==> config.mk <==
export PLATFORM = sky130hd
export DESIGN_NAME = ifu_top
export DESIGN_NICKNAME = d
export VERILOG_FILES = /design/src/fetch_pkg.sv /design/src/bus_pkg.sv /design/src/icache_store.sv /design/src/line_refill.sv /design/src/fetch_control.sv /design/src/ifu_top.sv
export SDC_FILE = /design/constraint.sdc
export NUM_CORES = 1
export LEC_CHECK = 0
export BUFFER_PORTS_ARGS = -buffer_cell sky130_fd_sc_hd__buf_2
export CAP_MARGIN = 20
export CORE_UTILIZATION = 35
export DETAILED_ROUTE_END_ITERATION = 10
export PLACE_DENSITY = 0.6
export SETUP_SLACK_MARGIN = 0.05
export SLEW_MARGIN = 30
export SYNTH_ARGS = -nofsm -noshare
export SYNTH_HDL_FRONTEND = slang
export SYNTH_HIERARCHICAL = 1
export SYNTH_SLANG_ARGS = --single-unit
==> constraint.sdc <==
create_clock -name clock -period 9.1 [get_ports clock]
set_input_delay 0.455 -clock clock [delete_from_list [all_inputs] [get_ports clock]]
set_output_delay 0.455 -clock clock [all_outputs]
set_load 0.01 [all_outputs]
==> src/fetch_pkg.sv <==
`default_nettype none

package fetch_pkg;

  // Line geometry of the instruction cache.
  localparam int offset_bits = 4;            // 16-byte lines.
  localparam int index_bits  = 1;
  localparam int line_count  = 2 ** index_bits;
  localparam int line_bits   = (2 ** offset_bits) * 8;
  localparam int tag_bits    = 32 - offset_bits - index_bits;

  // First fetch address out of reset.
  localparam logic [31:0] reset_pc = 32'h3000_0000;

  // Stages the misaligned-fetch flag travels before it reaches the pipeline.
  localparam int misalign_delay = 4;

  typedef logic [31:0] addr_t;
  typedef logic [tag_bits-1:0] tag_t;
  typedef logic [index_bits-1:0] index_t;

endpackage

`default_nettype wire

==> src/bus_pkg.sv <==
`default_nettype none

package bus_pkg;

  // One refill is a single incrementing read burst.
  localparam int beat_bits      = 32;
  localparam int beats_per_line = 4;
  localparam logic [7:0] burst_len = 8'(beats_per_line - 1);  // arlen encoding.

  // Read response codes.
  localparam logic [1:0] resp_okay = 2'b00;

  typedef logic [beat_bits-1:0] beat_t;
  typedef logic [1:0] resp_t;

endpackage

`default_nettype wire

==> src/icache_store.sv <==
`timescale 1ns/100ps
`default_nettype none

module icache_store
  import fetch_pkg::*;
  import bus_pkg::*;
(
  input  logic  clock,
  input  logic  reset,
  input  addr_t lookup_addr,
  output logic  hit,
  output addr_t hit_word,
  input  logic  fill_tag_write,
  input  logic  fill_beat,
  input  beat_t fill_data,
  input  logic  clear_cache
);

  logic [line_count-1:0] valid;
  tag_t                  tags  [line_count];
  logic [line_bits-1:0]  lines [line_count];

  index_t               index;
  tag_t                 addr_tag;
  logic [1:0]           word_sel;
  logic [line_bits-1:0] line;

  assign index    = lookup_addr[offset_bits +: index_bits];
  assign addr_tag = lookup_addr[31 -: tag_bits];
  assign word_sel = lookup_addr[offset_bits-1:2];
  assign line     = lines[index];

  assign hit      = valid[index] && (tags[index] == addr_tag);
  assign hit_word = line[word_sel * beat_bits +: beat_bits];

  // Valid bits. A tag write after a clear in the same cycle still wins.
  always_ff @(posedge clock) begin
    if (reset) begin
      valid <= '0;
    end else begin
      if (clear_cache) begin
        valid <= '0;
      end
      if (fill_tag_write) begin
        valid[index] <= 1'b1;
      end
    end
  end

  always_ff @(posedge clock) begin
    if (fill_tag_write) begin
      tags[index] <= addr_tag;
    end
  end

  // Beats enter at the top, so after four of them beat 0 sits in the low word.
  always_ff @(posedge clock) begin
    if (fill_beat) begin
      lines[index] <= {fill_data, lines[index][line_bits-1:beat_bits]};
    end
  end

  // A clear in the middle of a fill would leave a half-written line marked invalid
  // while the refill engine still believes it owns it.
  assert property (@(posedge clock) disable iff (reset)
    fill_beat |-> !clear_cache);

endmodule

`default_nettype wire

==> src/line_refill.sv <==
`timescale 1ns/100ps
`default_nettype none

module line_refill
  import fetch_pkg::*;
  import bus_pkg::*;
(
  input  logic       clock,
  input  logic       reset,
  input  logic       refill_start,
  input  addr_t      refill_addr,
  output logic       busy,
  output logic       fill_tag_write,
  output logic       fill_beat,
  output logic       refill_done,
  output beat_t      fill_data,
  output addr_t      araddr,
  output logic       arvalid,
  output logic [7:0] arlen,
  input  logic       arready,
  output logic       rready,
  input  beat_t      rdata,
  input  resp_t      rresp,
  input  logic       rvalid,
  input  logic       rlast
);

  typedef enum logic [1:0] {
    st_idle,
    st_addr,
    st_data
  } state_t;

  state_t state;
  logic [$clog2(beats_per_line)-1:0] beat_count;

  assign busy    = (state != st_idle);
  assign arvalid = (state == st_addr);   // Held until the slave takes it.
  assign rready  = (state == st_data);
  assign arlen   = burst_len;

  assign fill_tag_write = arvalid && arready;
  assign fill_beat      = rready && rvalid;
  assign fill_data      = rdata;
  assign refill_done    = fill_beat && rlast;

  always_ff @(posedge clock) begin
    if (reset) begin
      state      <= st_idle;
      beat_count <= '0;
    end else begin
      case (state)
        st_idle: begin
          if (refill_start) begin
            state      <= st_addr;
            beat_count <= '0;
          end
        end
        st_addr: begin
          if (arready) state <= st_data;
        end
        st_data: begin
          if (fill_beat) begin
            beat_count <= beat_count + 1'b1;
            if (rlast) state <= st_idle;
          end
        end
        default: state <= st_idle;
      endcase
    end
  end

  always_ff @(posedge clock) begin
    if (refill_start) araddr <= refill_addr;
  end

  // Error responses are not handled by the cache.
  assert property (@(posedge clock) disable iff (reset)
    fill_beat |-> rresp == resp_okay);

  assert property (@(posedge clock) disable iff (reset)
    fill_beat |-> rlast == (beat_count == 2'(beats_per_line - 1)));

  assert property (@(posedge clock) disable iff (reset)
    refill_start |-> !busy);

endmodule

`default_nettype wire

==> src/fetch_control.sv <==
`timescale 1ns/100ps
`default_nettype none

module fetch_control
  import fetch_pkg::*;
(
  input  logic  clock,
  input  logic  reset,
  input  addr_t npc,
  input  logic  npc_valid,
  input  logic  idu_ready,
  input  logic  block,
  input  logic  clear_pipeline,
  output addr_t ifu_pc,
  output addr_t inst,
  output logic  inst_valid,
  output logic  inst_addr_misaligned,
  output addr_t lookup_addr,
  input  logic  hit,
  input  addr_t hit_word,
  input  logic  busy,
  input  logic  refill_done,
  output logic  refill_start,
  output addr_t refill_addr
);

  addr_t pc;
  logic  pipeline_empty;   // No word handed out since the last redirect.
  logic  refill_pending;
  logic [misalign_delay-1:0] misalign_pipe;

  logic advance;
  logic can_issue;
  logic start_ok;

  assign lookup_addr = pc;
  assign refill_addr = {pc[31:offset_bits], {offset_bits{1'b0}}};

  assign advance   = idu_ready && !block;
  assign can_issue = advance && !refill_pending && (misalign_pipe == '0);

  // Only fetch from memory for a pc the pipeline has confirmed.
  assign start_ok     = pipeline_empty || (npc_valid && (npc == pc));
  assign refill_start = !clear_pipeline && can_issue && !hit && start_ok;

  assign inst_addr_misaligned = misalign_pipe[misalign_delay-1];

  always_ff @(posedge clock) begin
    if (reset) begin
      pc             <= reset_pc;
      pipeline_empty <= 1'b1;
      refill_pending <= 1'b0;
      inst_valid     <= 1'b0;
      misalign_pipe  <= '0;
    end else begin
      if (refill_start) begin
        refill_pending <= 1'b1;
      end else if (refill_done) begin
        refill_pending <= 1'b0;   // Line is complete from the next cycle.
      end

      if (!block) begin
        misalign_pipe[misalign_delay-1:1] <= misalign_pipe[misalign_delay-2:0];
      end

      if (clear_pipeline) begin
        pc             <= npc;
        inst_valid     <= 1'b0;
        pipeline_empty <= 1'b1;
        if (npc[1:0] == 2'b00) begin
          misalign_pipe <= '0;
        end else begin
          misalign_pipe[0] <= 1'b1;   // Stays set until the next redirect.
        end
      end else if (can_issue) begin
        if (hit) begin
          inst_valid     <= 1'b1;
          pipeline_empty <= 1'b0;
          pc             <= pc + 32'd4;
        end else begin
          inst_valid <= 1'b0;
        end
      end
    end
  end

  // Presented word and its pc.
  always_ff @(posedge clock) begin
    if (clear_pipeline) begin
      if (npc[1:0] != 2'b00) ifu_pc <= npc;
    end else if (can_issue && hit) begin
      ifu_pc <= pc;
      inst   <= hit_word;
    end
  end

  assert property (@(posedge clock) disable iff (reset)
    inst_valid |-> ifu_pc[1:0] == 2'b00);

  // The controller's view of an open refill must match the engine's.
  assert property (@(posedge clock) disable iff (reset)
    refill_pending == busy);

endmodule

`default_nettype wire

==> src/ifu_top.sv <==
`timescale 1ns/100ps
`default_nettype none

module ifu_top
  import fetch_pkg::*;
  import bus_pkg::*;
(
  input  logic       clock,
  input  logic       reset,
  input  addr_t      npc,
  input  logic       npc_valid,
  output addr_t      ifu_pc,
  output logic       inst_valid,
  output addr_t      inst,
  input  logic       idu_ready,
  input  logic       block,
  output logic       enable,
  output addr_t      araddr,
  output logic       arvalid,
  output logic [7:0] arlen,
  input  logic       arready,
  output logic       rready,
  input  beat_t      rdata,
  input  resp_t      rresp,
  input  logic       rvalid,
  input  logic       rlast,
  output logic       inst_addr_misaligned,
  input  logic       clear_cache,
  input  logic       clear_pipeline
);

  addr_t lookup_addr;
  logic  hit;
  addr_t hit_word;
  logic  refill_start;
  addr_t refill_addr;
  logic  busy;
  logic  fill_tag_write;
  logic  fill_beat;
  logic  refill_done;
  beat_t fill_data;

  assign enable = busy;   // High for the whole burst.

  icache_store u_store (
    .clock          (clock),
    .reset          (reset),
    .lookup_addr    (lookup_addr),
    .hit            (hit),
    .hit_word       (hit_word),
    .fill_tag_write (fill_tag_write),
    .fill_beat      (fill_beat),
    .fill_data      (fill_data),
    .clear_cache    (clear_cache)
  );

  line_refill u_refill (
    .clock          (clock),
    .reset          (reset),
    .refill_start   (refill_start),
    .refill_addr    (refill_addr),
    .busy           (busy),
    .fill_tag_write (fill_tag_write),
    .fill_beat      (fill_beat),
    .refill_done    (refill_done),
    .fill_data      (fill_data),
    .araddr         (araddr),
    .arvalid        (arvalid),
    .arlen          (arlen),
    .arready        (arready),
    .rready         (rready),
    .rdata          (rdata),
    .rresp          (rresp),
    .rvalid         (rvalid),
    .rlast          (rlast)
  );

  fetch_control u_control (
    .clock                (clock),
    .reset                (reset),
    .npc                  (npc),
    .npc_valid            (npc_valid),
    .idu_ready            (idu_ready),
    .block                (block),
    .clear_pipeline       (clear_pipeline),
    .ifu_pc               (ifu_pc),
    .inst                 (inst),
    .inst_valid           (inst_valid),
    .inst_addr_misaligned (inst_addr_misaligned),
    .lookup_addr          (lookup_addr),
    .hit                  (hit),
    .hit_word             (hit_word),
    .busy                 (busy),
    .refill_done          (refill_done),
    .refill_start         (refill_start),
    .refill_addr          (refill_addr)
  );

endmodule

`default_nettype wire

==> out/results.ini <==
[synth]
async_reset_ff_share_pct=0
yosysWarnings=6
ys_ff_latch=449
synth_flop_cell=edfxtp_1
synth.avg_cell_area_um2=16.7
synth_edf_count=406
ys_types=62
synth_area_um2=18700
synthCells=1123
yosysSeqAreaShare_pct=69.7

[worst_setup_path]
cp-endpoint=u_control/lookup_addr[23]
r2r-end=u_control/lookup_addr[23]
critical_path_class=reg -> reg
r2r-start=u_control/lookup_addr[4]
setup.worst_path.end_class=register
path_max_fanout=61
start_kind=register
reg2reg_depth=10
cp-startpoint=u_control/lookup_addr[4]
r2r_setup_slack_ns=4.15
required_ns=9.58
critical_path_arrival_ns=5.44

[sta]
hold_viol=0
maxSlewViolCount=0
tns_ns=0
finalSetupViolCount=0
worstMarginPinSlew_ns=0.983
fin_crit_ns=4.95
fin_skew_ns=0.0174
rsz0062_at_grt=no
max_freq_mhz=202
slew_headroom_pct=34.2
fin_crit_sh_pct=54.4

[die]
die_h_um=233
num_io_pins=185
die_area_um2=54400
die_w_um=233
std_cell_rows=84
core-area_um2=52700
start_util_pct=35.5

[place]
dp_hpwl_um=23900
gp_congestion=0.818
port-buffer-count=174

[global_routing]
grt_pass1_wl_um=59900
busiest_layer=met2
grt-ovfl-total=0
grt_max_degree=129
grtUsageMet1_pct=19.5
use_met3_pct=3.66
grt.met2_usage_pct=22.9
grt_usage_pct=14.5
antenna_found_initial=3
grt_pass1_vias=9991

[cts]
clock_latency_ns=0.58
cts_setup_buffers=0
clk_path_buf_depth=3
ctsHoldBuffers=0
clk_pin_slew_ns=0.06
cts_buffers=49
cts_resized=0
cts_tree=yes
cts-root-buf=clkbuf_16
cts_sinks=449
htree_levels=2

[hold_path]
hold_class=in -> reg
hold_depth=1

[pwr]
power-per-cell-area_nw_per_um2=209
vdd_drop_max_v=0.000125
total_power_w=0.00448
p_leak_nw=7.21

[run_status]
outcome=finished, final reports clean

[run]
drv_cap=0

[detailed_routing]
via_count=9799
drcViolationCount=0
drt-wirelength-per-cell_um=19.9
wirelength_um=39400
dr.pass1.iters=5
vias_per_cell=4.95
ant_nets=0
drt-initial-drc-count=647

[finish]
nets=1333
final_common_cell=edfxtp_1
area_growth_pct=14.6
drive_gt1_share_pct=36.7
layout_common_cells=edfxtp_1 (406), buf_2 (174), mux2_2 (153), nand2_1 (53), clkbuf_16 (49)

-- worst min path at each step --
| stage | start | endpoint | slack, ns |
|---|---|---|---|
| 2_1_floorplan | u_control/pipeline_empty | u_control/pipeline_empty | 0.44 |
| 3_3_place_gp | u_control/pipeline_empty | u_control/pipeline_empty | 0.45 |
| 3_5_place_dp | u_control/pipeline_empty | u_control/pipeline_empty | 0.46 |
| 4_1_cts | rdata[1] | u_store/lines[0][97] | 0.01 |
| 5_1_grt | rdata[17] | u_store/lines[0][113] | 0.02 |
| 6_report | rdata[23] | u_store/lines[1][119] | 0.06 |
-- power by group --
part	internal [W]	switching (W)	leakage, nW
clock	0.00110	0.000817	0.751
sequential	0.00228	0.0000318	4.06
combinational	0.000115	0.000139	2.39
total	0.00349	0.000988	7.21
-- metrics by stage --
| step | hold slack (ns) | cell area [µm²] | instances | util, % | setup WS (ns) |
|---|---|---|---|---|---|
| after floorplan | 0.436 | 18800 | 1132 | - | 2.03 |
| after global placement | 0.452 | 19900 | 1893 | 37.8 | 4.14 |
| after detailed placement | 0.461 | 19900 | 1893 | 37.8 | 4.10 |
| after CTS | 0.0101 | 21500 | 1980 | 40.7 | 4.06 |
| after global routing | 0.0181 | 21500 | 1980 | 40.7 | 3.77 |
| final | 0.0622 | 21500 | 1981 | 40.8 | 4.15 |
-- routing by layer --
metal / vias up / part of all wire (%)
met5: - / 0.033
li1: 4499 / -
met4: 2 / 2.4
met2: 284 / 47
met3: 67 / 6.6
met1: 4947 / 44
-- logic make-up after synthesis --
kind of cell / share of synthesized area (%)
flip-flops: 69.7
multiplexers: 14.9
AND/OR/NAND/NOR: 5.20
buffers and inverters: 4.58
AO/OA/AOI/OAI: 2.39
XOR/XNOR: 3.09
other: 0.0602
adder cells (fa/ha/maj): 0.0668
-- cells in the mapped netlist, types with 14 or more instances --
cell type  count  share of area [%]
a21oi_1       23               0.62
mux4_2        32                3.9
nand2_1       53                1.1
xor2_1        24                1.1
nand4_1       19               0.64
xnor2_1       42                2.0
clkbuf_1      27               0.54
inv_1         15               0.30
buf_4         75                3.0
nor2_1        27               0.54
nand3_1       14               0.37
dfxtp_1       43                4.6
edfxtp_1     406                 65
nor4_1        15               0.50
mux2_2       153                9.2
mux2i_1       34                1.8
-- worst max-delay path, stage by stage (launching register included) --
cell      delay (ns)
dfxtp_4         0.75
buf_4           0.78
mux2i_1         0.29
xor2_1          0.18
nand4_1         0.13
nor4_2          0.55
or4b_1          0.57
nor2_1          0.78
nand3_1         0.19
or3_1           0.36
a311oi_1        0.25
-- layout make-up --
| cell class | count | area, µm² |
|---|---|---|
| Clock buffer | 57 | 1280 |
| Multi-Input combinational cell | 546 | 4880 |
| Timing Repair Buffer | 195 | 1050 |
| Antenna cell | 1 | 2.50 |
| Sequential cell | 449 | 13100 |
| Tap cell | 688 | 861 |
| Clock inverter | 30 | 269 |
| Fill cell | 4777 | 31200 |
| Inverter | 15 | 56.3 |
-- sequential cells by signal (all words and copies together), names as in the netlist --
name,count
u_control/refill_pending,1
u_store/tags,54
u_refill/state,2
u_control/inst,32
u_control/ifu_pc,32
u_store/lines,256
u_control/misalign_pipe,4
u_control/inst_valid,1
u_store/valid,2
u_control/pipeline_empty,1
u_refill/araddr,32
u_control/lookup_addr,32
(Power assumes the default switching activity.)
